--- src/bpIfaces.sv ---
/*
 * Pipeline bundles for the branch predicting front end
 * stageBus moves one instruction between stages,
 * trainBus carries resolved outcomes to the predictor tables
 */
`timescale 1ns/10ps
`default_nettype none


interface trainBus #(
    parameter int PHT_ENTRIES = 1024
);
    localparam int IDX_BITS = $clog2(PHT_ENTRIES);

    logic                valid;
    logic [31:0]         pc;
    logic [31:0]         target;
    logic                isBranch;
    logic                taken;
    logic [IDX_BITS-1:0] phtIndex;

    modport sender (output valid, pc, target, isBranch, taken, phtIndex);
    modport receiver (input valid, pc, target, isBranch, taken, phtIndex);
endinterface

`default_nettype wire

--- src/branchTargetBuffer.sv ---
/*
 * Direct-mapped branch target buffer
 * Combinational lookup by fetch PC, written at resolve
 * for jumps and taken branches
 */
`timescale 1ns/10ps
`default_nettype none

module branchTargetBuffer #(
    parameter int BTB_ENTRIES = 32
) (
    input  wire logic        clk,
    input  wire logic        reset,
    input  wire logic [31:0] lookupPc_i,
    output logic             hit_o,
    output logic [31:0]      target_o,
    output logic             isBranch_o,
    trainBus.receiver        train
);
    localparam int IDX_BITS = $clog2(BTB_ENTRIES);
    localparam int TAG_BITS = 30 - IDX_BITS;

    logic [BTB_ENTRIES-1:0] entryValid;
    logic [TAG_BITS-1:0]    tagArr [BTB_ENTRIES];
    logic [31:0]            targetArr [BTB_ENTRIES];
    logic                   branchArr [BTB_ENTRIES];

    logic [IDX_BITS-1:0]    rdIdx;
    logic [IDX_BITS-1:0]    wrIdx;
    logic                   write;

    // Word address splits into index and tag
    assign rdIdx = lookupPc_i[IDX_BITS+1:2];
    assign wrIdx = train.pc[IDX_BITS+1:2];

    assign hit_o      = entryValid[rdIdx] && (tagArr[rdIdx] == lookupPc_i[31:IDX_BITS+2]);
    assign target_o   = targetArr[rdIdx];
    assign isBranch_o = branchArr[rdIdx];

    // Not-taken branches leave the entry alone
    assign write = train.valid && (!train.isBranch || train.taken);

    always_ff @(posedge clk) begin
        if (reset) begin
            entryValid <= '0;
        end else if (write) begin
            entryValid[wrIdx] <= 1'b1;
        end
    end

    always_ff @(posedge clk) begin
        if (write) begin
            tagArr[wrIdx]    <= train.pc[31:IDX_BITS+2];
            targetArr[wrIdx] <= train.target;
            branchArr[wrIdx] <= train.isBranch;
        end
    end

endmodule

`default_nettype wire

--- src/flat_wrapper.sv ---
// flat-port wrapper written by rule: the top's interface ports become plain ports
module branchTargetBuffer_flat 
#(
    parameter int BTB_ENTRIES = 32
)
  (clk, reset, lookupPc_i, hit_o, target_o, isBranch_o, train_valid, train_pc, train_target, train_isBranch, train_taken, train_phtIndex);
  trainBus train_i ();
  input  wire logic clk;
  input  wire logic reset;
  input  wire logic [31:0] lookupPc_i;
  output logic hit_o;
  output logic [31:0] target_o;
  output logic isBranch_o;
  input wire logic [$bits(train_i.valid)-1:0] train_valid;
  input wire logic [$bits(train_i.pc)-1:0] train_pc;
  input wire logic [$bits(train_i.target)-1:0] train_target;
  input wire logic [$bits(train_i.isBranch)-1:0] train_isBranch;
  input wire logic [$bits(train_i.taken)-1:0] train_taken;
  input wire logic [$bits(train_i.phtIndex)-1:0] train_phtIndex;
  assign train_i.valid = train_valid;
  assign train_i.pc = train_pc;
  assign train_i.target = train_target;
  assign train_i.isBranch = train_isBranch;
  assign train_i.taken = train_taken;
  assign train_i.phtIndex = train_phtIndex;
  branchTargetBuffer #(.BTB_ENTRIES(BTB_ENTRIES)) u_core (.clk(clk), .reset(reset), .lookupPc_i(lookupPc_i), .hit_o(hit_o), .target_o(target_o), .isBranch_o(isBranch_o), .train(train_i));
endmodule
--- config.mk ---
export PLATFORM = sky130hd
export DESIGN_NAME = branchTargetBuffer_flat
export DESIGN_NICKNAME = d
export VERILOG_FILES = /design/src/bpIfaces.sv /design/src/branchTargetBuffer.sv /design/src/flat_wrapper.sv
export SDC_FILE = /design/constraint.sdc
export NUM_CORES = 2
export LEC_CHECK = 0
export BUFFER_PORTS_ARGS = -buffer_cell sky130_fd_sc_hd__buf_2
export CAP_MARGIN = 40
export CORE_MARGIN = 3
export CORE_UTILIZATION = 60
export CTS_CLUSTER_SIZE = 16
export DETAILED_ROUTE_END_ITERATION = 8
export HOLD_SLACK_MARGIN = 0.03
export PLACE_DENSITY_LB_ADDON = 0.08
export SLEW_MARGIN = 20
export SYNTH_ARGS = -nofsm -noshare
export SYNTH_HDL_FRONTEND = slang
export SYNTH_SLANG_ARGS = --single-unit
--- constraint.sdc ---
create_clock -name clk -period 6.7 [get_ports clk]
set_input_delay 0.335 -clock clk [delete_from_list [all_inputs] [get_ports clk]]
set_output_delay 0.335 -clock clk [all_outputs]
set_load 0.02 [all_outputs]
# Yosys cells after proc, flatten, opt, wreduce, memory -nomap -nowiden
# Memories as Yosys holds them, arrays and structs flattened.
# Cells that the tools add are included.
dict set report totals {
  mem_bits_rw 1856
  output_inout_bits 34
  input_bits 111
  reg_bits 32
  elab_cells 20
  n_memories 3
}
dict set report op_classes {
  n_mux 6
  n_lt_le_gt_ge 3
  n_reduce_logical 5
  bitwise 1
  n_eq_ne 1
}
# memory words word_bits read_ports rd_ports_with_merged_regs write_ports line_no
set mem_list {}
lappend mem_list {u_core.targetArr 32 32 1 0 1 branchTargetBuffer.sv:25} ;# logic [31:0] targetArr [BTB_ENTRIES];
lappend mem_list {u_core.tagArr 32 25 1 0 1 branchTargetBuffer.sv:24} ;# logic [TAG_BITS-1:0] tagArr [BTB_ENTRIES];
lappend mem_list {u_core.branchArr 32 1 1 0 1 branchTargetBuffer.sv:26} ;# logic branchArr [BTB_ENTRIES];
# operator n
set ops {}
lappend ops {{$or A32 B32 Y32} 1}
lappend ops {{$eq A25 B25 Y1} 1}
lappend ops {{$lt A5 B6 Y1 const B} 2}
lappend ops {{$bmux W1 S5} 1}
lappend ops {{$demux W1 S5} 1}
lappend ops {{$ge A5 B1 Y1 const B} 1}
lappend ops {{$mux W1} 4}
lappend ops {{$logic_and A1 B1 Y1} 3}
lappend ops {{$logic_not A1 Y1} 1}
lappend ops {{$logic_or A1 B1 Y1} 1}

# Longest topological paths before layout
dict set report depth {
  word_depth 5
  ltp_mapped 13
}

# Worst setup path before layout
# Ideal clock, no wire load.
dict set report synth_timing {
  path_type {in2reg}
  from {input port train_isBranch}
  to {memory u_core.branchArr[16], enable pin}
  arrival_ns 3.466
  path_stages 5
  setup_slack_ns 2.758
  cell_sequence {inv_1 o21ai_0 or3_1 clkbuf_1 nor2_1}
}
dict set report synth_via {
  elab_chain_len 5
}
# element line_no
set synth_lines {}
lappend synth_lines {{start: declaration} flat_wrapper.sv:17} ;# input wire logic [$bits(train_i.isBranch)-1:0] train_isBranch;
lappend synth_lines {{$logic_not A1 Y1} branchTargetBuffer.sv:41} ;# assign write = train.valid && (!train.isBranch || train.taken);
lappend synth_lines {{$logic_or A1 B1 Y1} branchTargetBuffer.sv:41}
lappend synth_lines {{$logic_and A1 B1 Y1} branchTargetBuffer.sv:41}
lappend synth_lines {{$mux W1} branchTargetBuffer.sv:52} ;# if (write) begin
lappend synth_lines {{$mux W1 (implied by the code)} branchTargetBuffer.sv:55} ;# branchArr[wrIdx] <= train.isBranch;
lappend synth_lines {{end: declaration} branchTargetBuffer.sv:26}
# No other way between the ends.

# Worst setup path after layout
dict set report layout_timing {
  from {input port lookupPc_i[2]}
  to {output port hit_o}
}
dict set report layout_via {
  elab_chain_len 3
  elab_cells_between_ends 5
  cone_classes {eq/ne: 1; mux: 2; reduce/logical: 1; memory: 1}
}
# element line_no
set layout_lines {}
lappend layout_lines {{start: declaration} flat_wrapper.sv:10} ;# input wire logic [31:0] lookupPc_i;
lappend layout_lines {{$mem_v2 Z32 W25 or $bmux W1 S5 (tied branches)} -}
lappend layout_lines {{$eq A25 B25 Y1 or $mux W1 (tied branches)} branchTargetBuffer.sv:36} ;# assign hit_o = entryValid[rdIdx] && (tagArr[rdIdx] == lookupPc_i[31:IDX_BITS+2]);
lappend layout_lines {{$logic_and A1 B1 Y1 *} branchTargetBuffer.sv:36}
lappend layout_lines {{end: declaration} flat_wrapper.sv:11} ;# output logic hit_o;
# Mark *: on every way between the ends. The rest lies on a longest branch, timed or not. The select of a mux whose other input is x is not followed.

==> results_dict.tcl <==
set metrics [dict create \
    die_w_um 352 \
    ios 145 \
    clock-sinks 1888 \
    avgViaCountPerCell 6.67 \
    grt_pass1_vias 34700 \
    rsz0062_at_grt "false" \
    rows 126 \
    fill_cells 7238 \
    rr_startpoint "u_core.entryValid[15]" \
    drc 0 \
    setup_viol 0 \
    ant_nets 0 \
    start_util 0.608 \
    timing.rr.end "u_core.entryValid[15]" \
    setup_tns_ns 0 \
    dieArea_um2 124000 \
    post-route-util 0.690 \
    yosysTopAreaCell "edfxtp_1" \
    place_hpwl_um 90600 \
    hold_viol 0 \
    synth.distinct_cells 47 \
    slew_viol_final 0 \
    io_buffers 130 \
    placedInstanceArea_um2 75700 \
    ys_top_cells_by_area "edfxtp_1 77%, mux4_2 16%, mux2_2 1.1%" \
    crit_type "in -> out" \
    power_density_nw_per_um2 293 \
    leakage_nw 25.7 \
    synth.most_common_cell "edfxtp_1" \
    synth_area_um2 72000 \
    setup_ws_ns 1.70 \
    maxCapViolations 0 \
    path_cells "buf_8, buf_4, mux4_2, mux2i_1, o22ai_1, nor2_1, xnor2_1, a2111oi_0, nand4_1, nor4_1, buf_2" \
    max-vdd-ir-drop_uv 267 \
    hold_depth 1 \
    syn_avg_cell_area_um2 23.9 \
    htreeDepth 4 \
    cts_buffers 181 \
    syn_nets 3126 \
    cp_slowest_stage_delay_ns 0.70 \
    clock_path_buffers 3 \
    cts.reportedPaths.clkPinSlew_ns 0.06 \
    area_growth_syn_to_layout_pct 13.5 \
    postSynthCellCount 3015 \
    r2r_slack_ns 6.06 \
    fin_worst_skew_ns 0 \
    final_area_um2 81700 \
    vias 33900 \
    cts_tree "yes" \
    cp-start-kind "primary input" \
    clk_latency_ns 0.76 \
    min_period_over_period 0.746 \
    cp_top_family "buffers and inverters" \
    track_usage 0.283 \
    layout-drive-gt1-share 0.322 \
    end_kind "output pin" \
    hold_buffers 48 \
    status "finished clean" \
    ys.warnings.count 0 \
    hold_start "train_pc[20]" \
    synthArstFlopShare 0 \
    ys.flop_type "edfxtp_1" \
    slew_headroom 0.415 \
    min_period_ns 5.00 \
    yosys-top-cells-count "1,856 x edfxtp_1, 523 x mux4_2, 108 x nor2_1" \
    core_um2 119000 \
    tightest_slew_ns 0.877 \
    synth-seq-cells 1888 \
    hold_path_class "in -> reg" \
    ctsResizeCount 0 \
    grt-ovfl-total 0 \
    critPathSlowestCell "nor4_1" \
    yosys.area.top_type_share 0.774 \
    grt_max_degree 71 \
    pre_cts_ws_ns 1.81 \
    nNetsFinal 3450 \
    postCtsSetupBuffers 0 \
    die_h_um 352 \
    fmax_mhz 200 \
    grt_pass1_wl_um 248000 \
    worst-path-buf-inv 3 \
    wl_um 173000 \
    dr.pass1.iters 5 \
    ys_seq_area_frac 0.783 \
    synth_edf_count 1856 \
    drt_iter0_markers 4432 \
    crit_arrival_ns 4.66 \
    timing.critical_path.required_ns 6.36 \
    place_congestion 0.772 \
    antenna_found_initial 6 \
    r2r_cells 1 \
    worst-path-max-fanout 70 \
    avgRoutedWirePerCell_um 34.1 \
    cts-root-buf "clkbuf_16" \
    hold_end "u_core.tagArr[10][13]" \
]
[power by group]
part           internal, W  switching, W
Sequential          0.0131     0.0000270
Combinational     0.000523      0.000707
Clock              0.00545       0.00414
[worst max-delay path by stage]
stage	start	to	slack [ns]	cells after the start
after floorplan	train_isBranch	u_core.branchArr[16]	2.76	5
after global placement	lookupPc_i[4]	hit_o	1.81	11
after CTS	lookupPc_i[4]	hit_o	1.78	11
final	lookupPc_i[2]	hit_o	1.70	11
after global routing	lookupPc_i[3]	hit_o	1.47	11
after detailed placement	lookupPc_i[2]	hit_o	1.81	11
[registers in the layout (all words and copies together) (netlist names)]
signal,flops
u_core.branchArr,32
u_core.tagArr,800
u_core.entryValid,32
u_core.targetArr,1024
[per-stage QoR]
| stage | cells | power [W] | hold slack (ns) |
|---|---|---|---|
| after detailed placement | 4705 | 0.0146 | 0.456 |
| after CTS | 5079 | 0.0241 | 0.0305 |
| after global placement | 4683 | 0.0145 | 0.444 |
| final | 5084 | 0.0239 | 0.0774 |
| after global routing | 5082 | 0.0246 | 0.0695 |
| after floorplan | 3015 | 0.0141 | 0.434 |
[layout by cell type (no fill, tap or decap), drive strengths merged, types with 19 or more instances in the layout]
cell type    instances
nand2               41
mux2i               51
edfxtp            1856
mux2                71
buf                243
nor2               108
dlygate4sd3         48
clkinv              74
a22oi               19
mux4               523
clkbuf             231
dfxtp               32
[cells by family (layout without fill, tap and decap cells)]
logic type	after synthesis	after routing	synth area share
buffers and inverters	154	621	0.00987
other	0	2	0
AO/OA/AOI/OAI	102	102	0.0106
AND/OR/NAND/NOR	201	201	0.0121
multiplexers	645	645	0.182
flip-flops	1888	1888	0.783
XOR/XNOR	25	25	0.00304
[final cells by class]
cell class	count	area (um2)	area share
diodes	2	5.00	0.0000612
flip-flops and latches	1888	56400	0.690
repair buffers	292	2640	0.0322
well taps	1600	2000	0.0245
clock buffers	230	4780	0.0584
multi-input cells	973	15200	0.186
clock inverters	96	753	0.00921
inverters	3	11.3	0.000138
[metal layers]
metal | vias to the layer above | global-route usage | part of all wire
li1 | 13600 | - | -
met1 | 18300 | 0.406 | 0.39
met2 | 1718 | 0.451 | 0.50
met3 | 299 | 0.0485 | 0.082
met4 | 2 | 0.0953 | 0.034
met5 | - | 0 | 0.000092
(Power assumes the default switching activity.)
