$ cat src/bpPkg.sv
/*
 * Branch predictor shared definitions
 * Opcodes, two-bit counter encoding, reset PC and the
 * B-type/J-type view of one instruction word
 */
`default_nettype none

package bpPkg;

    localparam logic [6:0] OP_BRANCH = 7'b1100011;
    localparam logic [6:0] OP_JAL    = 7'b1101111;

    // Saturating counter states, prediction is the top bit
    localparam logic [1:0] CNT_STRONG_NT = 2'b00;
    localparam logic [1:0] CNT_WEAK_NT   = 2'b01;
    localparam logic [1:0] CNT_WEAK_T    = 2'b10;
    localparam logic [1:0] CNT_STRONG_T  = 2'b11;

    localparam logic [31:0] RESET_PC = 32'h0000_0000;

    typedef union packed {
        struct packed {
            logic       imm12;
            logic [5:0] imm10_5;
            logic [4:0] rs2;
            logic [4:0] rs1;
            logic [2:0] funct3;
            logic [3:0] imm4_1;
            logic       imm11;
            logic [6:0] opcode;
        } bType;
        struct packed {
            logic       imm20;
            logic [9:0] imm10_1;
            logic       imm11;
            logic [7:0] imm19_12;
            logic [4:0] rd;
            logic [6:0] opcode;
        } jType;
    } brFormat_u;

endpackage

`default_nettype wire

$ cat src/bpIfaces.sv
/*
 * Pipeline bundles for the branch predicting front end
 * stageBus moves one instruction between stages,
 * trainBus carries resolved outcomes to the predictor tables
 */
`timescale 1ns/10ps
`default_nettype none

interface stageBus #(
    parameter int PHT_ENTRIES = 1024
);
    localparam int IDX_BITS = $clog2(PHT_ENTRIES);

    logic                valid;
    logic [31:0]         pc;
    logic [31:0]         instr;
    logic                actualTaken;
    logic                predTaken;
    logic [31:0]         predTarget;
    logic [IDX_BITS-1:0] phtIndex;
    // Computed branch or jump target, valid from decode onward
    logic [31:0]         target;

    modport sender (output valid, pc, instr, actualTaken, predTaken, predTarget,
                    phtIndex, target);
    modport receiver (input valid, pc, instr, actualTaken, predTaken, predTarget,
                      phtIndex, target);
endinterface


`default_nettype wire

$ cat src/decodeStage.sv
/*
 * Decode stage
 * Registers the fetched instruction, extracts the B-type
 * or J-type offset and forms the branch target
 */
`timescale 1ns/10ps
`default_nettype none

module decodeStage #(
    parameter int PHT_ENTRIES = 1024
) (
    input  wire logic clk,
    input  wire logic reset,
    input  wire logic flush_i,
    stageBus.receiver inBus,
    stageBus.sender   outBus
);
    import bpPkg::*;

    localparam int IDX_BITS = $clog2(PHT_ENTRIES);

    logic                validQ;
    logic [31:0]         pcQ;
    brFormat_u           instrQ;
    logic                actualQ;
    logic                predTakenQ;
    logic [31:0]         predTargetQ;
    logic [IDX_BITS-1:0] phtIndexQ;
    logic [31:0]         offset;

    always_ff @(posedge clk) begin
        if (reset || flush_i) begin
            validQ <= 1'b0;
        end else begin
            validQ <= inBus.valid;
        end
    end

    always_ff @(posedge clk) begin
        pcQ         <= inBus.pc;
        instrQ      <= inBus.instr;
        actualQ     <= inBus.actualTaken;
        predTakenQ  <= inBus.predTaken;
        predTargetQ <= inBus.predTarget;
        phtIndexQ   <= inBus.phtIndex;
    end

    // Immediate layout depends on the format
    always_comb begin
        if (instrQ.jType.opcode == OP_JAL) begin
            offset = {{11{instrQ.jType.imm20}}, instrQ.jType.imm20, instrQ.jType.imm19_12,
                      instrQ.jType.imm11, instrQ.jType.imm10_1, 1'b0};
        end else begin
            offset = {{19{instrQ.bType.imm12}}, instrQ.bType.imm12, instrQ.bType.imm11,
                      instrQ.bType.imm10_5, instrQ.bType.imm4_1, 1'b0};
        end
    end

    assign outBus.valid       = validQ;
    assign outBus.pc          = pcQ;
    assign outBus.instr       = instrQ;
    assign outBus.actualTaken = actualQ;
    assign outBus.predTaken   = predTakenQ;
    assign outBus.predTarget  = predTargetQ;
    assign outBus.phtIndex    = phtIndexQ;
    assign outBus.target      = pcQ + offset;

endmodule

`default_nettype wire

$ cat src/flat_wrapper.sv
// flat-port wrapper written by rule: the top's interface ports become plain ports
module decodeStage_flat import bpPkg::*;
#(
    parameter int PHT_ENTRIES = 1024
)
  (clk, reset, flush_i, inBus_valid, inBus_pc, inBus_instr, inBus_actualTaken, inBus_predTaken, inBus_predTarget, inBus_phtIndex, inBus_target, outBus_valid, outBus_pc, outBus_instr, outBus_actualTaken, outBus_predTaken, outBus_predTarget, outBus_phtIndex, outBus_target);
  stageBus #(.PHT_ENTRIES(PHT_ENTRIES)) inBus_i ();
  stageBus #(.PHT_ENTRIES(PHT_ENTRIES)) outBus_i ();
  input  wire logic clk;
  input  wire logic reset;
  input  wire logic flush_i;
  input wire logic [$bits(inBus_i.valid)-1:0] inBus_valid;
  input wire logic [$bits(inBus_i.pc)-1:0] inBus_pc;
  input wire logic [$bits(inBus_i.instr)-1:0] inBus_instr;
  input wire logic [$bits(inBus_i.actualTaken)-1:0] inBus_actualTaken;
  input wire logic [$bits(inBus_i.predTaken)-1:0] inBus_predTaken;
  input wire logic [$bits(inBus_i.predTarget)-1:0] inBus_predTarget;
  input wire logic [$bits(inBus_i.phtIndex)-1:0] inBus_phtIndex;
  input wire logic [$bits(inBus_i.target)-1:0] inBus_target;
  output wire logic [$bits(outBus_i.valid)-1:0] outBus_valid;
  output wire logic [$bits(outBus_i.pc)-1:0] outBus_pc;
  output wire logic [$bits(outBus_i.instr)-1:0] outBus_instr;
  output wire logic [$bits(outBus_i.actualTaken)-1:0] outBus_actualTaken;
  output wire logic [$bits(outBus_i.predTaken)-1:0] outBus_predTaken;
  output wire logic [$bits(outBus_i.predTarget)-1:0] outBus_predTarget;
  output wire logic [$bits(outBus_i.phtIndex)-1:0] outBus_phtIndex;
  output wire logic [$bits(outBus_i.target)-1:0] outBus_target;
  assign inBus_i.valid = inBus_valid;
  assign inBus_i.pc = inBus_pc;
  assign inBus_i.instr = inBus_instr;
  assign inBus_i.actualTaken = inBus_actualTaken;
  assign inBus_i.predTaken = inBus_predTaken;
  assign inBus_i.predTarget = inBus_predTarget;
  assign inBus_i.phtIndex = inBus_phtIndex;
  assign inBus_i.target = inBus_target;
  assign outBus_valid = outBus_i.valid;
  assign outBus_pc = outBus_i.pc;
  assign outBus_instr = outBus_i.instr;
  assign outBus_actualTaken = outBus_i.actualTaken;
  assign outBus_predTaken = outBus_i.predTaken;
  assign outBus_predTarget = outBus_i.predTarget;
  assign outBus_phtIndex = outBus_i.phtIndex;
  assign outBus_target = outBus_i.target;
  decodeStage #(.PHT_ENTRIES(PHT_ENTRIES)) u_core (.clk(clk), .reset(reset), .flush_i(flush_i), .inBus(inBus_i), .outBus(outBus_i));
endmodule
$ cat config.mk
export PLATFORM = sky130hd
export DESIGN_NAME = decodeStage_flat
export DESIGN_NICKNAME = d
export VERILOG_FILES = /design/src/bpPkg.sv /design/src/bpIfaces.sv /design/src/decodeStage.sv /design/src/flat_wrapper.sv
export SDC_FILE = /design/constraint.sdc
export NUM_CORES = 1
export LEC_CHECK = 0
export ABC_AREA = 1
export BUFFER_PORTS_ARGS = -buffer_cell sky130_fd_sc_hd__buf_2
export CAP_MARGIN = 20
export CORE_ASPECT_RATIO = 0.9
export CORE_MARGIN = 2
export CORE_UTILIZATION = 43
export DETAILED_ROUTE_END_ITERATION = 10
export GPL_ROUTABILITY_DRIVEN = 0
export HOLD_SLACK_MARGIN = 0.12
export PLACE_DENSITY = 0.8
export SLEW_MARGIN = 30
export SYNTH_ARGS = -nofsm -noshare
export SYNTH_HDL_FRONTEND = slang
export SYNTH_SLANG_ARGS = --single-unit
$ cat constraint.sdc
create_clock -name clk -period 3.1 [get_ports clk]
set_input_delay 0.155 -clock clk [delete_from_list [all_inputs] [get_ports clk]]
set_output_delay 0.155 -clock clk [all_outputs]
set_load 0.01 [all_outputs]
======== Word-level counts from Yosys, hierarchy flattened ========
Index checks and enable logic that the tools add are counted.
Widths: inputs -> output; s select.
cells by class
  $add $sub $neg .......................... 1
  multiplexer cells ....................... 1
  equality and inequality tests ........... 1
  reduce and logical (&&, ||, !) cells .... 1
operators by type and width
  cell                number
  $add 32x32->32      1
  $mux 20             1
  $eq 7x7->1 const B  1
  $logic_or 1x1->1    1
word-level totals
  bits in registers ....................... 109
  input bits .............................. 144
  output and inout bits ................... 141

======== Logic depth before layout (Yosys ltp) ========
  depth in word-level cells ............... 3
  gate-level depth with buffers ........... 17
  gate-level depth less buffers ........... 16

======== Least setup slack after synthesis ========
Ideal clock, no wire load.
  kind .................................... reg-to-output
  start ................................... register u_core.instrQ (netlist bit u_core.outBus.instr[4])
  end ..................................... output outBus_target[29]
  stages on the path, launching flop included .. 17
  buffers on the path ..................... 1
  arrival time ............................ 2.392 ns
  slack ................................... 0.553 ns
  cell sequence ........................... dfxtp_1 -> nand3b_1 -> or2_1 -> clkbuf_2 -> mux2_2 -> ha_1 -> inv_1 -> fa_1 -> inv_1 -> nand3_1 -> nand3_1 -> nand3_1 -> nand3_1 -> nand2_1 -> nand2_1 -> nand2_1 -> nand2_1
on the way
  longest elaborated chain between the ends .. 3
ends and longest elaborated chain
  element                   RTL line            source
  start: declaration        decodeStage.sv:24   brFormat_u instrQ;
  start signal: assignment  decodeStage.sv:41   instrQ <= inBus.instr;
  $eq 7x7->1                decodeStage.sv:50   if (instrQ.jType.opcode == OP_JAL) begin
  $mux 20                   decodeStage.sv:50
  $add 32x32->32            decodeStage.sv:66   assign outBus.target = pcQ + offset;
  end: declaration          flat_wrapper.sv:27  output wire logic [$bits(outBus_i.target)-1:0] outBus_target;
No other way between the ends.

======== Worst setup path in the final report ========
  start ................................... register u_core.instrQ (netlist bit u_core.outBus.instr[4])
  end ..................................... output outBus_target[13]
The elaborated chain is that of the path after synthesis.

==> key figures <==
Final layout
  – Fraction of layout cells with a size suffix above 1: 0.330
  – Area growth syn-to-layout: 64.4%
  – # nets final: 1169
  – Design area: 7710 µm²

Global route
  – Initial antenna violation count: 1
  – First-pass GRT wire length: roughly 24000 µm
  – Largest net degree at the start of global routing: 20
  – Overall Global Routing Usage: 0.262
  – Total grt overflow: 0
  – Vias in the first global route: between 5000 and 6000

Synth
  – Synthesis-stage register bit count: around 110
  – Synth async-reset ratio: 0
  – Mean post-synth cell area: 7.59 µm²
  – Synth Net Count: a little under 800
  – Area contributors post-synth: dfxtp_1 47%, nand2_1 17%, inv_1 9.4%
  – Post-synthesis sequential area ratio: 0.465
  – Cell variety after synth: 29
  – Netlist Area Pre-Place: 4690 µm²
  – Yosys top cell area share: 0.465
  – Synthesis Warnings: 0
  – Post-synth EDFFs: 0
  – Top_reg_cell synth: dfxtp_1
  – Syn Inst Count: 618
  – Cell accounting for the most synthesized area: dfxtp_1

Critical path
  – CP max stage cell: fa_2
  – Worst path required time: just under 3 ns
  – CP Cell Sequence: nand3b_1 > or2_4 > mux2_2 > ha_4 > inv_1 > fa_2 > inv_2 > nand3_1 > nand3_2 > nand3_1 > nand3_2 > xor2_1 > buf_2
  – CP Class: flop to output pin
  – Worst-path maximum fanout: 4
  – CP arrival: 2.85 ns
  – CP peak stage delay: 0.38 ns
  – Worst Setup End Kind: output pin
  – Worst Setup Start Kind: flop

Power and ir drop
  – Worst vdd rail ir drop: 0.350 mV
  – Pleak: ~4.3 nW
  – PD cells: ~460 nW/µm²

Place
  – Final HPWL DP: 10900 µm
  – IO Port Bufs: 252
  – Placed inst area: roughly 6000 µm²

Worst hold path
  – Hold crit path type: input port to flop

CTS
  – Max Buffers Root-to-Sink: 2
  – CTS tree: done
  – CTS buffer count: 9
  – Clock transition at the registers of the reported paths: 0.07 ns
  – Post-CTS setup buffer count: 0
  – Root Driver: clkbuf_16
  – Clock H-tree levels: 3
  – Clock sinks: 109

Drt
  – Residual DRC count: 0
  – ANT nets after route: 0
  – M1 WL: 6200 µm
  – Wirelength per Cell: 14.5 µm
  – Vias: roughly 5200
  – Met3 Wirelength: 1110 µm
  – Initial DRT Pass Iterations: 5
  – Initial DRC count: 215
  – Highest metal used: met4
  – Via-to-Cell Ratio: 4.64
  – Final WL: 16400 µm
  – Met2 wire len: 8510 µm

Floorplan
  – FP Rows: 36
  – IO Pins: between 200 and 300
  – Die X: 114 µm
  – Initial Utilization: 0.438
  – Die height: approximately 100 µm
  – Core ar.: 10700 µm²
  – Die area: between 10000 and 15000 µm²

STA
  – Final Setup Violations: 0
  – Worst rel slew slack: 0.814
  – Max-slew violations: 0
  – Max Freq: 333 MHz
  – Hold_ws: 0.433 ns
  – Period utilization: 0.969
  – Final Hold Fails: 0
  – Worst-Margin Slew: around 0.28 ns
  – Final min period: approximately 3 ns

Run status
  – Status: finished clean

Run
  – Max-Cap Viols: 0
## synth_stat cells (4+ instances only)
master   number
nand2_1     213
inv_1       117
dfxtp_1     109
nor2_1       37
ha_1         33
nand3_1      25
a21oi_1      20
xor2_1       13
nand2_2       6
nand4_1       6
o21ai_0       5
mux2_2        4
nand3_2       4
nor3_1        4
## report_power, final
group	total [mW]	internal, mW	switching (mW)
clock network	1.09	0.556	0.536
logic	0.930	0.422	0.508
registers	1.52	1.48	0.0412
total	3.54	2.45	1.09
## through the flow
stage	TNS (ns)	util	setup slack (ns)	cells	power [mW]
floorplan	0	-	0.553	618	1.98
global placement	0	0.570	0.372	1002	2.28
detailed placement	0	0.570	0.336	1002	2.30
CTS	0	0.700	0.0210	1127	3.48
global route	-0.0766	0.719	-0.0264	1129	3.71
finish	0	0.720	0.0953	1130	3.54
## path summary, 6_finish.rpt
path / end / depth (start not counted) / slack, ns / from
worst max-delay path: outBus_target[13] / 13 / 0.1 / u_core.outBus.instr[4]
worst min-delay path: u_core.outBus.instr[9] / 2 / 0.43 / inBus_instr[9]
## sequential cells by signal, indices dropped and copies added (netlist names)
name                       cells
u_core.outBus.instr           32
u_core.outBus.pc              32
u_core.outBus.predTarget      32
u_core.outBus.phtIndex        10
u_core.outBus.actualTaken      1
u_core.outBus.predTaken        1
u_core.outBus.valid            1
## worst max-delay path: cells and delay by family (launching register included)
kind,cells,cell delay [ns]
mux,1,0.25
flops,1,0.32
xor+xnor,1,0.22
buf+inv,3,0.33
simple gates,6,0.86
fa+ha+maj,2,0.54
## kinds of logic (layout without fill, tap and decap cells)
family | after synthesis | after routing | synth area share
DFF | 109 | 109 | 0.465
xor gates and xnor gates | 15 | 15 | 0.0280
AOI/OAI and AO/OA | 35 | 35 | 0.0424
other | 0 | 2 | 0
adders and majority gates | 34 | 34 | 0.0923
muxes | 4 | 4 | 0.00960
buffers and inverters | 120 | 497 | 0.0987
and+or+nand+nor | 301 | 301 | 0.264
## area by class of cell
cell class	instances	area, µm²
fillers	776	3010
repair buffers	365	2390
multi-input cells	389	2250
flip-flops and latches	109	2180
inverters	117	439
clock buffers	9	225
well taps	133	166
clock inverters	6	56.3
diodes	2	5.00
## cells in the final DEF (no fill, tap or decap), types with 6 or more instances in the layout
master         synthesis  routed
a21oi_1               20      14
a21oi_2                1       7
buf_2                  0     252
clkbuf_16              0       9
dfxtp_1              109     109
dlygate4sd3_1          0     110
ha_1                  33      23
ha_4                   0       8
inv_1                117     114
nand2_1              213     205
nand2_2                6      13
nand3_1               25      22
nand3_2                4       7
nand4_1                6       6
nor2_1                37      33
nor2_2                 3       7
xor2_1                13      13
## layer usage
layer,GRT usage,up-vias
met2,0.482,228
met5,0,-
li1,-,2631
met1,0.294,2333
met3,0.0576,50
met4,0.113,0
## timing repair
action / 4_1_cts / 5_1_grt
hold endpoints to repair: 109 / 0
gates resized for setup: 3 / 47
hold buffers: 110 / 0
pin swaps: 0 / 2
gates cloned: 0 / 1
setup endpoints to repair: 4 / 21
No activity file was read; power rests on OpenSTA's default activity.
