==> src/bpPkg.sv <==
/*
 * Branch predictor shared definitions
 * Opcodes, two-bit counter encoding, reset PC and the
 * B-type/J-type view of one instruction word
 */
`default_nettype none

package bpPkg;

    localparam logic [6:0] OP_BRANCH = 7'b1100011;
    localparam logic [6:0] OP_JAL    = 7'b1101111;

    // Saturating counter states, prediction is the top bit
    localparam logic [1:0] CNT_STRONG_NT = 2'b00;
    localparam logic [1:0] CNT_WEAK_NT   = 2'b01;
    localparam logic [1:0] CNT_WEAK_T    = 2'b10;
    localparam logic [1:0] CNT_STRONG_T  = 2'b11;

    localparam logic [31:0] RESET_PC = 32'h0000_0000;

    typedef union packed {
        struct packed {
            logic       imm12;
            logic [5:0] imm10_5;
            logic [4:0] rs2;
            logic [4:0] rs1;
            logic [2:0] funct3;
            logic [3:0] imm4_1;
            logic       imm11;
            logic [6:0] opcode;
        } bType;
        struct packed {
            logic       imm20;
            logic [9:0] imm10_1;
            logic       imm11;
            logic [7:0] imm19_12;
            logic [4:0] rd;
            logic [6:0] opcode;
        } jType;
    } brFormat_u;

endpackage

`default_nettype wire

==> src/bpIfaces.sv <==
/*
 * Pipeline bundles for the branch predicting front end
 * stageBus moves one instruction between stages,
 * trainBus carries resolved outcomes to the predictor tables
 */
`timescale 1ns/10ps
`default_nettype none

interface stageBus #(
    parameter int PHT_ENTRIES = 1024
);
    localparam int IDX_BITS = $clog2(PHT_ENTRIES);

    logic                valid;
    logic [31:0]         pc;
    logic [31:0]         instr;
    logic                actualTaken;
    logic                predTaken;
    logic [31:0]         predTarget;
    logic [IDX_BITS-1:0] phtIndex;
    // Computed branch or jump target, valid from decode onward
    logic [31:0]         target;

    modport sender (output valid, pc, instr, actualTaken, predTaken, predTarget,
                    phtIndex, target);
    modport receiver (input valid, pc, instr, actualTaken, predTaken, predTarget,
                      phtIndex, target);
endinterface

interface trainBus #(
    parameter int PHT_ENTRIES = 1024
);
    localparam int IDX_BITS = $clog2(PHT_ENTRIES);

    logic                valid;
    logic [31:0]         pc;
    logic [31:0]         target;
    logic                isBranch;
    logic                taken;
    logic [IDX_BITS-1:0] phtIndex;

    modport sender (output valid, pc, target, isBranch, taken, phtIndex);
    modport receiver (input valid, pc, target, isBranch, taken, phtIndex);
endinterface

`default_nettype wire

==> src/resolveStage.sv <==
/*
 * Resolve stage
 * Compares the actual outcome with the prediction, redirects
 * fetch on a misprediction and trains the predictor
 */
`timescale 1ns/10ps
`default_nettype none

module resolveStage #(
    parameter int PHT_ENTRIES = 1024
) (
    input  wire logic   clk,
    input  wire logic   reset,
    output logic        redirectValid_o,
    output logic [31:0] redirectPc_o,
    output logic        flush_o,
    stageBus.receiver   inBus,
    trainBus.sender     train
);
    import bpPkg::*;

    localparam int IDX_BITS = $clog2(PHT_ENTRIES);

    logic                validQ;
    logic [31:0]         pcQ;
    logic [6:0]          opcodeQ;
    logic                actualQ;
    logic                predTakenQ;
    logic [31:0]         predTargetQ;
    logic [31:0]         targetQ;
    logic [IDX_BITS-1:0] phtIndexQ;

    logic                isBranch;
    logic                isJump;
    logic                taken;
    logic                mispredict;

    // A redirect also drops the younger item arriving from decode
    always_ff @(posedge clk) begin
        if (reset || mispredict) begin
            validQ <= 1'b0;
        end else begin
            validQ <= inBus.valid;
        end
    end

    always_ff @(posedge clk) begin
        pcQ         <= inBus.pc;
        opcodeQ     <= inBus.instr[6:0];
        actualQ     <= inBus.actualTaken;
        predTakenQ  <= inBus.predTaken;
        predTargetQ <= inBus.predTarget;
        targetQ     <= inBus.target;
        phtIndexQ   <= inBus.phtIndex;
    end

    assign isBranch = (opcodeQ == OP_BRANCH);
    assign isJump   = (opcodeQ == OP_JAL);

    // Anything other than a branch or jump falls through
    assign taken = isJump || (isBranch && actualQ);

    assign mispredict = validQ && ((predTakenQ != taken) ||
                                   (predTakenQ && taken && predTargetQ != targetQ));

    assign redirectValid_o = mispredict;
    assign redirectPc_o    = taken ? targetQ : pcQ + 32'd4;
    assign flush_o         = mispredict;

    assign train.valid    = validQ && (isBranch || isJump);
    assign train.pc       = pcQ;
    assign train.target   = targetQ;
    assign train.isBranch = isBranch;
    assign train.taken    = taken;
    assign train.phtIndex = phtIndexQ;

    // Redirect needs a live item from decode and lands on a word boundary
    redirectOnValid: assert property (@(posedge clk) disable iff (reset)
        redirectValid_o |-> $past(inBus.valid) && redirectPc_o[1:0] == 2'b00);

endmodule

`default_nettype wire

==> src/flat_wrapper.sv <==
// flat-port wrapper written by rule: the top's interface ports become plain ports
module resolveStage_flat import bpPkg::*;
#(
    parameter int PHT_ENTRIES = 1024
)
  (clk, reset, redirectValid_o, redirectPc_o, flush_o, inBus_valid, inBus_pc, inBus_instr, inBus_actualTaken, inBus_predTaken, inBus_predTarget, inBus_phtIndex, inBus_target, train_valid, train_pc, train_target, train_isBranch, train_taken, train_phtIndex);
  stageBus #(.PHT_ENTRIES(PHT_ENTRIES)) inBus_i ();
  trainBus #(.PHT_ENTRIES(PHT_ENTRIES)) train_i ();
  input  wire logic clk;
  input  wire logic reset;
  output logic redirectValid_o;
  output logic [31:0] redirectPc_o;
  output logic flush_o;
  input wire logic [$bits(inBus_i.valid)-1:0] inBus_valid;
  input wire logic [$bits(inBus_i.pc)-1:0] inBus_pc;
  input wire logic [$bits(inBus_i.instr)-1:0] inBus_instr;
  input wire logic [$bits(inBus_i.actualTaken)-1:0] inBus_actualTaken;
  input wire logic [$bits(inBus_i.predTaken)-1:0] inBus_predTaken;
  input wire logic [$bits(inBus_i.predTarget)-1:0] inBus_predTarget;
  input wire logic [$bits(inBus_i.phtIndex)-1:0] inBus_phtIndex;
  input wire logic [$bits(inBus_i.target)-1:0] inBus_target;
  output wire logic [$bits(train_i.valid)-1:0] train_valid;
  output wire logic [$bits(train_i.pc)-1:0] train_pc;
  output wire logic [$bits(train_i.target)-1:0] train_target;
  output wire logic [$bits(train_i.isBranch)-1:0] train_isBranch;
  output wire logic [$bits(train_i.taken)-1:0] train_taken;
  output wire logic [$bits(train_i.phtIndex)-1:0] train_phtIndex;
  assign inBus_i.valid = inBus_valid;
  assign inBus_i.pc = inBus_pc;
  assign inBus_i.instr = inBus_instr;
  assign inBus_i.actualTaken = inBus_actualTaken;
  assign inBus_i.predTaken = inBus_predTaken;
  assign inBus_i.predTarget = inBus_predTarget;
  assign inBus_i.phtIndex = inBus_phtIndex;
  assign inBus_i.target = inBus_target;
  assign train_valid = train_i.valid;
  assign train_pc = train_i.pc;
  assign train_target = train_i.target;
  assign train_isBranch = train_i.isBranch;
  assign train_taken = train_i.taken;
  assign train_phtIndex = train_i.phtIndex;
  resolveStage #(.PHT_ENTRIES(PHT_ENTRIES)) u_core (.clk(clk), .reset(reset), .redirectValid_o(redirectValid_o), .redirectPc_o(redirectPc_o), .flush_o(flush_o), .inBus(inBus_i), .train(train_i));
endmodule
==> config.mk <==
export PLATFORM = sky130hd
export DESIGN_NAME = resolveStage_flat
export DESIGN_NICKNAME = d
export VERILOG_FILES = /design/src/bpPkg.sv /design/src/bpIfaces.sv /design/src/resolveStage.sv /design/src/flat_wrapper.sv
export SDC_FILE = /design/constraint.sdc
export NUM_CORES = 1
export LEC_CHECK = 0
export BUFFER_PORTS_ARGS = -buffer_cell sky130_fd_sc_hd__buf_2
export CAP_MARGIN = 5
export CORE_UTILIZATION = 31
export DETAILED_ROUTE_END_ITERATION = 6
export HOLD_SLACK_MARGIN = 0.03
export PLACE_DENSITY = 0.63
export SKIP_CTS_REPAIR_TIMING = 1
export SYNTH_ARGS = -nofsm -noshare
export SYNTH_HDL_FRONTEND = slang
export SYNTH_SLANG_ARGS = --single-unit
==> constraint.sdc <==
create_clock -name clk -period 6.22 [get_ports clk]
set_input_delay 0.933 -clock clk [delete_from_list [all_inputs] [get_ports clk]]
set_output_delay 0.933 -clock clk [all_outputs]
set_load 0.01 [all_outputs]
## Word level (Yosys, flattened, before mapping)

Index checks and enable logic that the tools add are counted.

- Bits in registers: 116
- Input bits: 143
- Output and inout bits: 111
- Word-level logic and storage cells: 23

- Add/subtract/negate cells: 1
- Eq/ne operators: 4
- Mux-type cells: 1
- Reduce and logical (&&, ||, !) cells: 9

Operator list:

| cell | number |
|---|---|
| 32-bit by 3-bit adder with 32-bit output (second input constant) | 1 |
| 32-bit two-way mux | 1 |
| 32-bit != test | 1 |
| 7-bit equality test (second input constant) | 2 |
| 1-bit logical AND | 5 |
| 1-bit logical OR | 4 |
| 1-bit != test | 1 |

## Logic depth before layout (Yosys ltp)

Gate-level depths: netlist (run 1).

- Depth in word-level cells: 8
- Gate-level depth with buffers: 11
- Mapped depth without buffers: 7

## Worst setup path before layout (run 1)

OpenSTA, ideal clock, no wires.

- Kind: reg-to-output
- Start: register u_core.opcodeQ[6]
- End: output redirectValid_o
- Arrival: 1.957 ns
- Data required time: 5.287 ns
- Path slack: 3.330 ns
- Stages on the path, launching flop included: 12
- Buffers on the path: 4
- Cell sequence: dfxtp_1 > nor2b_1 > nand4_1 > a21o_1 > buf_2 > buf_2 > buf_1 > inv_1 > ha_1 > nand2_1 > nand2_1 > buf_4

- Cells in the longest elaborated chain, start to end: 7
- Elaborated cells on any way between the ends: 9
- Those cells by class: eq/ne (3); reduce/logical (6)

RTL lines:

| item | line | text |
|---|---|---|
| start: declaration | resolveStage.sv:26 | `logic [6:0] opcodeQ;` |
| start signal: assignment | resolveStage.sv:49 | `opcodeQ <= inBus.instr[6:0];` |
| 7-bit equality test | resolveStage.sv:57 | `assign isBranch = (opcodeQ == OP_BRANCH);` |
| 1-bit logical AND | resolveStage.sv:61 | `assign taken = isJump \|\| (isBranch && actualQ);` |
| 1-bit logical OR * | resolveStage.sv:61 |  |
| net train_taken | flat_wrapper.sv:26 | `output wire logic [$bits(train_i.taken)-1:0] train_taken;` |
| 1-bit logical AND (2 in series) | resolveStage.sv:64 | `(predTakenQ && taken && predTargetQ != targetQ));` |
| 1-bit logical OR * | resolveStage.sv:63 | `assign mispredict = validQ && ((predTakenQ != taken) \|\|` |
| 1-bit logical AND * | resolveStage.sv:63 |  |
| end: declaration | flat_wrapper.sv:11 | `output logic redirectValid_o;` |

The timed path passes the listed nets; every way through them passes the cells marked *.

## Worst setup path in the final report (run 1)

- Start: register u_core.opcodeQ[6]
- End: output flush_o

- Cells in the longest elaborated chain, start to end: 7
- Elaborated cells on any way between the ends: 9
- Those cells by class: eq/ne (3); reduce/logical (6)

RTL lines:

| item | line | text |
|---|---|---|
| 7-bit equality test | resolveStage.sv:57 |  |
| 1-bit logical AND | resolveStage.sv:61 |  |
| 1-bit logical OR * | resolveStage.sv:61 |  |
| 1-bit logical AND (2 in series) | resolveStage.sv:64 |  |
| 1-bit logical OR * | resolveStage.sv:63 |  |
| 1-bit logical AND * | resolveStage.sv:63 |  |
| end: declaration | flat_wrapper.sv:13 | `output logic flush_o;` |

Mark *: on every way between the ends. The rest lies on a longest branch, timed or not.

==> metrics.md, run 1 <==
| Metric | Value |
|---|---|
| Relative slew slack | `27.96%` |
| Antenna viol nets, final | `0` |
| Via density | `4.346` |
| Clock slew at reported path FFs | `50 ps` |
| Gpl congestion | `0.7320` |
| Worst VDD drop | `0.2543 mV` |
| Ant diodes | `0` |
| Clk sinks | `116` |
| Global routing's busiest layer | `met2` |
| Syn_nets | `473` |
| Final core occ | `48.44%` |
| Die ar. | `12550 µm²` |
| I/O pin count | `254` |
| Vias in the first global route | `3189` |
| Fillers | `1111` |
| Crit path top cell by count | `nand2_1` |
| Critical path's top delay family | `compound AO/OA/AOI/OAI gates` |
| Final net count | `711` |
| GRT Total Usage | `17.30%` |
| # H-tree levels | `4` |
| Finished Layout Cells | `722` |
| Number of detailed-routing iterations run before antenna repair | `6` |
| Fmax | `0.2886 GHz` |
| Clk Latency, worst-skew pair | `400 ps` |
| Row count | `39` |
| Final setup violation count | `0` |
| Iteration-0 DRC Markers | `118` |
| Worst hold start | `inBus_pc[9]` |
| CP max stage cell | `a21o_2` |
| Worst-path fanout max | `61` |
| Total CTS buffers | `17` |
| CP Buf/Inv Count | `2` |
| Detailed placement HPWL | `8230 µm` |
| Global Route met3 Usage | `7.181%` |
| Worst endpoint required time | `5290 ps` |
| IO buf count | `228` |
| Clock Path Buffers | `2` |
| RSZ-0062 raised after global routing | `false` |
| Pleak | `2.660 nW` |
| First-pass GRT wire length | `15940 µm` |
| Outcome | `complete, but fails checks` |
| Kind of end point of the critical path | `output port` |
| Routed WL | `10530 µm` |
| Stages on worst setup path | `8` |
| CTS root buffer | `clkbuf_16` |
| Max-cap violations | `0` |
| Power density over the cells | `342.2 nW/µm²` |
| GR Overflow Total | `0` |
| GRT met1 Usage | `18.81%` |
| Hold crit path type | `input pin to flip-flop` |
| Final hold violation count | `0` |
| Initial antenna violation count | `0` |
| CTS tree | `done` |
| Delay of the slowest critical-path stage | `840 ps` |
| Die Span X | `112.0 µm` |
| Die Height | `112.0 µm` |
| M2 GR Usage | `29.65%` |
| Vias | `3138` |
| Fraction of final layout cells sized beyond drive strength 1 | `47.50%` |
| Synth Warn # | `0` |
| R2R depth | `7` |
| Synth Register Bits | `116` |
| Final count of pins violating max slew | `0` |
| # DRC | `12` |
| Failing checks | `DRC` |
| CP Cell Sequence | `nor2b_1 > nand4_1 > a21o_2 > inv_1 > ha_1 > nand2_1 > nand2_1 > buf_2` |
| Synth Cell Area | `3752 µm²` |
| Tcrit/Tclk final | `55.70%` |
| Most frequent cells in the layout | `buf_2 (228), dfxtp_1 (116), xor2_1 (40)` |
| Placed cells | `690` |
| Routed len/inst | `14.58 µm` |
| Post-synthesis cell count | `328` |
| Syn_area_per_cell | `11.44 µm²` |
| Setup TNS | `0 ps` |
| Sequential area share after synthesis | `61.89%` |
| CP startpoint | `u_core.opcodeQ[6]$_DFF_P_` |
| Setup crit start kind | `flip-flop` |
| Area growth syn-to-layout | `49.92%` |
| Largest net degree at the start of global routing | `62` |
| Starting Density | `32.31%` |
| CP Class | `flip-flop to output port` |
| Clock period minus final worst setup slack | `3465 ps` |
| Max Clock Skew | `5.872 ps` |
| Worst hold path stage count | `1` |
| Worst-margin pin slew | `1081 ps` |
| Crit path arrival time | `2530 ps` |
| Most common cell after layout, fill and taps aside | `buf_2` |
| Placeable Area | `11610 µm²` |
| Worst r2r src | `u_core.opcodeQ[6]$_DFF_P_` |
| Yosys cell types | `33` |
[flip-flops by register name, indices dropped and copies added (netlist names)]
register               cells
u_core.actualQ             1
u_core.opcodeQ             7
u_core.predTakenQ          1
u_core.predTargetQ        32
u_core.train.pc           32
u_core.train.phtIndex     10
u_core.train.target       32
u_core.validQ              1
[final cells by class]
class	instances	area [µm²]	share of cell area [%]
clock buffers	23	467.9	8.319
multi-input cells	198	1369	24.33
inverters	5	18.77	0.3336
well taps	143	178.9	3.181
flip-flops and latches	116	2322	41.28
clock inverters	9	127.6	2.269
repair buffers	228	1141	20.28
[final timing paths]
| check | endpoint | slack [ps] |
|---|---|---|
| max | flush_o | 2760 |
| min | u_core.train.pc[9]$_DFF_P_ | 630 |
| max reg2reg | u_core.validQ$_SDFF_PP0_ | 4010 |
| min reg2reg | u_core.validQ$_SDFF_PP0_ | 640 |
[power breakdown]
part / internal (mW) / total [mW] / switching [mW]
sequential: 0.785 / 0.819 / 0.0336
combinational: 0.0744 / 0.141 / 0.0663
clock: 0.648 / 0.966 / 0.318
[per-stage QoR]
step	cell area (µm²)	setup slack (ps)	hold slack (ps)	power, mW
CTS	5625	2671	602.1	1.950
detailed placement	5030	3109	634.3	0.9763
global route	5625	2467	594.7	2.003
floorplan	3752	3330	569.8	0.8872
finish	5625	2755	625.4	1.925
global placement	5030	3150	602.6	0.9734
[cell usage after synthesis]
library cell	number	area, µm²
ha_1	2	25.02
nand3_4	1	17.52
dfxtp_1	116	2322
buf_4	2	15.01
buf_1	1	3.750
a21oi_1	28	140.1
and4b_1	1	10.01
and4_2	1	10.01
and2_1	2	12.51
buf_2	2	10.01
nand2_1	14	52.55
nor3_2	3	30.03
a21o_1	1	7.510
xnor2_1	20	175.2
and4_4	1	11.26
and4_1	4	35.03
nor2_1	35	131.4
nand4_4	2	42.54
and3_1	1	6.260
nand3_1	10	50.05
nor4_2	4	50.05
nand2_4	1	11.26
nor4_4	1	21.27
o211ai_1	1	7.510
mux2_2	4	45.04
nand4_1	6	37.54
o21ai_0	1	5.000
nor2b_1	1	6.260
clkbuf_1	4	15.01
nor4_1	9	56.30
nor3_1	4	20.02
inv_1	5	18.77
xor2_1	40	350.3
[cell families (layout without fill, tap and decap cells)]
logic type,after synthesis,count (layout),share of synthesized area (%)
AOI/OAI and AO/OA,31,31,4.268
adders and majority gates,2,2,0.6668
and+or+nand+nor,101,101,16.31
DFF,116,116,61.89
xor gates and xnor gates,60,60,14.00
muxes,4,4,1.200
buffers and inverters,14,265,1.667
[metal layers]
metal,up-vias,part of all wire (%)
met1,1410,40
met3,10,7.2
met4,0,1.3
li1,1588,-
met2,130,51
met5,-,0
(Power assumes the default switching activity.)
==> run 2, diff against run 1 <==
==> constraint.sdc (replaced) <==
create_clock -name clk -period 3.5 [get_ports clk]
set_input_delay 0.525 -clock clk [delete_from_list [all_inputs] [get_ports clk]]
set_output_delay 0.525 -clock clk [all_outputs]
set_load 0.01 [all_outputs]
==> run 2 against run 1 <==
The flow still finishes with violations (DRC). Critical path type unchanged. Sequential share of layout area grew 0.083 points. Clock-buffer cell count shrank 1. Worst setup slack lost 2100 ps. Highest routed layer unchanged.
==> metrics.md, run 2 (synthesis gave the netlist of run 1 again) <==
| Metric | Value |
|---|---|
| IO buf count | `228` |
| Setup crit start kind | `flip-flop` |
| First-pass GRT wire length | `16260 µm` |
| Clock period minus final worst setup slack | `2808 ps` |
| Clock Path Buffers | `2` |
| Pleak | `2.653 nW` |
| Die Span X | `112.0 µm` |
| Antenna viol nets, final | `0` |
| Final count of pins violating max slew | `0` |
| Row count | `39` |
| Clk sinks | `116` |
| Failing checks | `DRC` |
| Fillers | `1095` |
| Worst VDD drop | `0.5547 mV` |
| GR Overflow Total | `0` |
| Power density over the cells | `595.5 nW/µm²` |
| Most frequent cells in the layout | `buf_2 (228), dfxtp_1 (116), xor2_1 (40)` |
| Final hold violation count | `0` |
| Crit path arrival time | `2280 ps` |
| Fmax | `0.3562 GHz` |
| Iteration-0 DRC Markers | `103` |
| # DRC | `12` |
| Comb pwr share | `7.5%` |
| CTS root buffer | `clkbuf_16` |
| Tcrit/Tclk final | `80.22%` |
| Worst endpoint required time | `2970 ps` |
| Final core occ | `48.34%` |
| CP max stage cell | `and4_1` |
| RSZ-0062 raised after global routing | `false` |
| Crit path top cell by count | `and4_1` |
| Storage element area | `2322 µm²` |
| Worst-margin pin slew | `537.9 ps` |
| Placeable Area | `11610 µm²` |
| GRT Total Usage | `17.55%` |
| R2R depth | `5` |
| Sw Share | `22.16%` |
| Most common cell after layout, fill and taps aside | `buf_2` |
| Relative slew slack | `63.81%` |
| CP Cell Sequence | `and4_1 > and4_1 > nand4_1 > xor2_1 > a21oi_1 > buf_2` |
| Hold crit path type | `input pin to flip-flop` |
| Setup TNS | `0 ps` |
| Vias in the first global route | `3179` |
| Internal cell power | `2.602 mW` |
| CP Class | `flip-flop to output port` |
| Outcome | `complete, but fails checks` |
| Kind of end point of the critical path | `output port` |
| Routed len/inst | `14.74 µm` |
| Initial antenna violation count | `0` |
| Max-cap violations | `0` |
| Finished Layout Cells | `723` |
| Fraction of final layout cells sized beyond drive strength 1 | `47.76%` |
| Die ar. | `12550 µm²` |
| Clk Latency, worst-skew pair | `410 ps` |
| Via density | `4.326` |
| Area growth syn-to-layout | `49.62%` |
| Placed cells | `692` |
| Starting Density | `32.31%` |
| Final setup violation count | `0` |
| Vias | `3128` |
| Total CTS buffers | `17` |
| Worst hold path stage count | `1` |
| Final net count | `713` |
| CTS tree | `done` |
| Die Height | `112.0 µm` |
| Register share of total power | `43.5%` |
| # H-tree levels | `4` |
| Worst-path fanout max | `6` |
| Ant diodes | `0` |
| Gpl congestion | `0.7297` |
| Delay of the slowest critical-path stage | `430 ps` |
| Largest net degree at the start of global routing | `32` |
| Area occupied by multi-input gates | `1369 µm²` |
| Routed WL | `10660 µm` |
| Detailed placement HPWL | `8375 µm` |
| Clock slew at reported path FFs | `50 ps` |
| I/O pin count | `254` |
| Clock share of power | `49.0%` |
| Net Sw Power | `0.7409 mW` |
| Max Clock Skew | `7.812 ps` |
| Number of detailed-routing iterations run before antenna repair | `6` |
-- run 2: area by class of cell --
cell class                      count  share of cell area (%)
Tap cell                          143                   3.187
Clock buffer                       22                   8.268
Sequential cell                   116                   41.36
Inverter                            5                  0.3343
Clock inverter                      9                   1.872
Timing Repair Buffer              230                   20.59
Multi-Input combinational cell    198                   24.38
-- run 2: worst max-delay path: cells and delay by family, from the launching register on --
family | cells | cell delay, ps
xor+xnor | 1 | 180
flops | 1 | 420
simple gates | 3 | 990
buf+inv | 1 | 150
compound gates | 1 | 130
-- run 2: metal layers --
layer | global-route usage [%] | part of all wire (%)
met3 | 7.667 | 8.0
met2 | 30.27 | 51
met5 | 0 | 0
met1 | 19.00 | 40
met4 | 6.667 | 1.2
-- run 2: power groups by stage --
| stage | clock network [mW] | logic [mW] | registers [mW] |
|---|---|---|---|
| after floorplan | 0 | 0.0854 | 1.49 |
| after global placement | 0 | 0.250 | 1.48 |
| after detailed placement | 0 | 0.253 | 1.48 |
| after CTS | 1.67 | 0.256 | 1.46 |
| after global routing | 1.74 | 0.274 | 1.46 |
| final | 1.64 | 0.251 | 1.46 |
-- run 2: path summary, 6_finish.rpt --
kind	startpoint	to	slack, ps
setup / recovery	u_core.train.pc[9]$_DFF_P_	redirectPc_o[28]	690
hold / removal	inBus_phtIndex[1]	u_core.train.phtIndex[1]$_DFF_P_	220
setup reg to reg	u_core.train.target[23]$_DFF_P_	u_core.validQ$_SDFF_PP0_	1650
hold reg to reg	u_core.validQ$_SDFF_PP0_	u_core.validQ$_SDFF_PP0_	620
-- run 2: metrics by stage --
stage | hold WS (ps) | power (mW) | cell area, µm² | worst slack [ps]
floorplan | 552.7 | 1.577 | 3752 | 1018
global placement | 598.9 | 1.731 | 5045 | 1114
detailed placement | 609.3 | 1.736 | 5045 | 1121
CTS | 195.3 | 3.386 | 5614 | 649.0
global route | 185.1 | 3.480 | 5614 | 503.6
finish | 215.1 | 3.343 | 5614 | 692.4
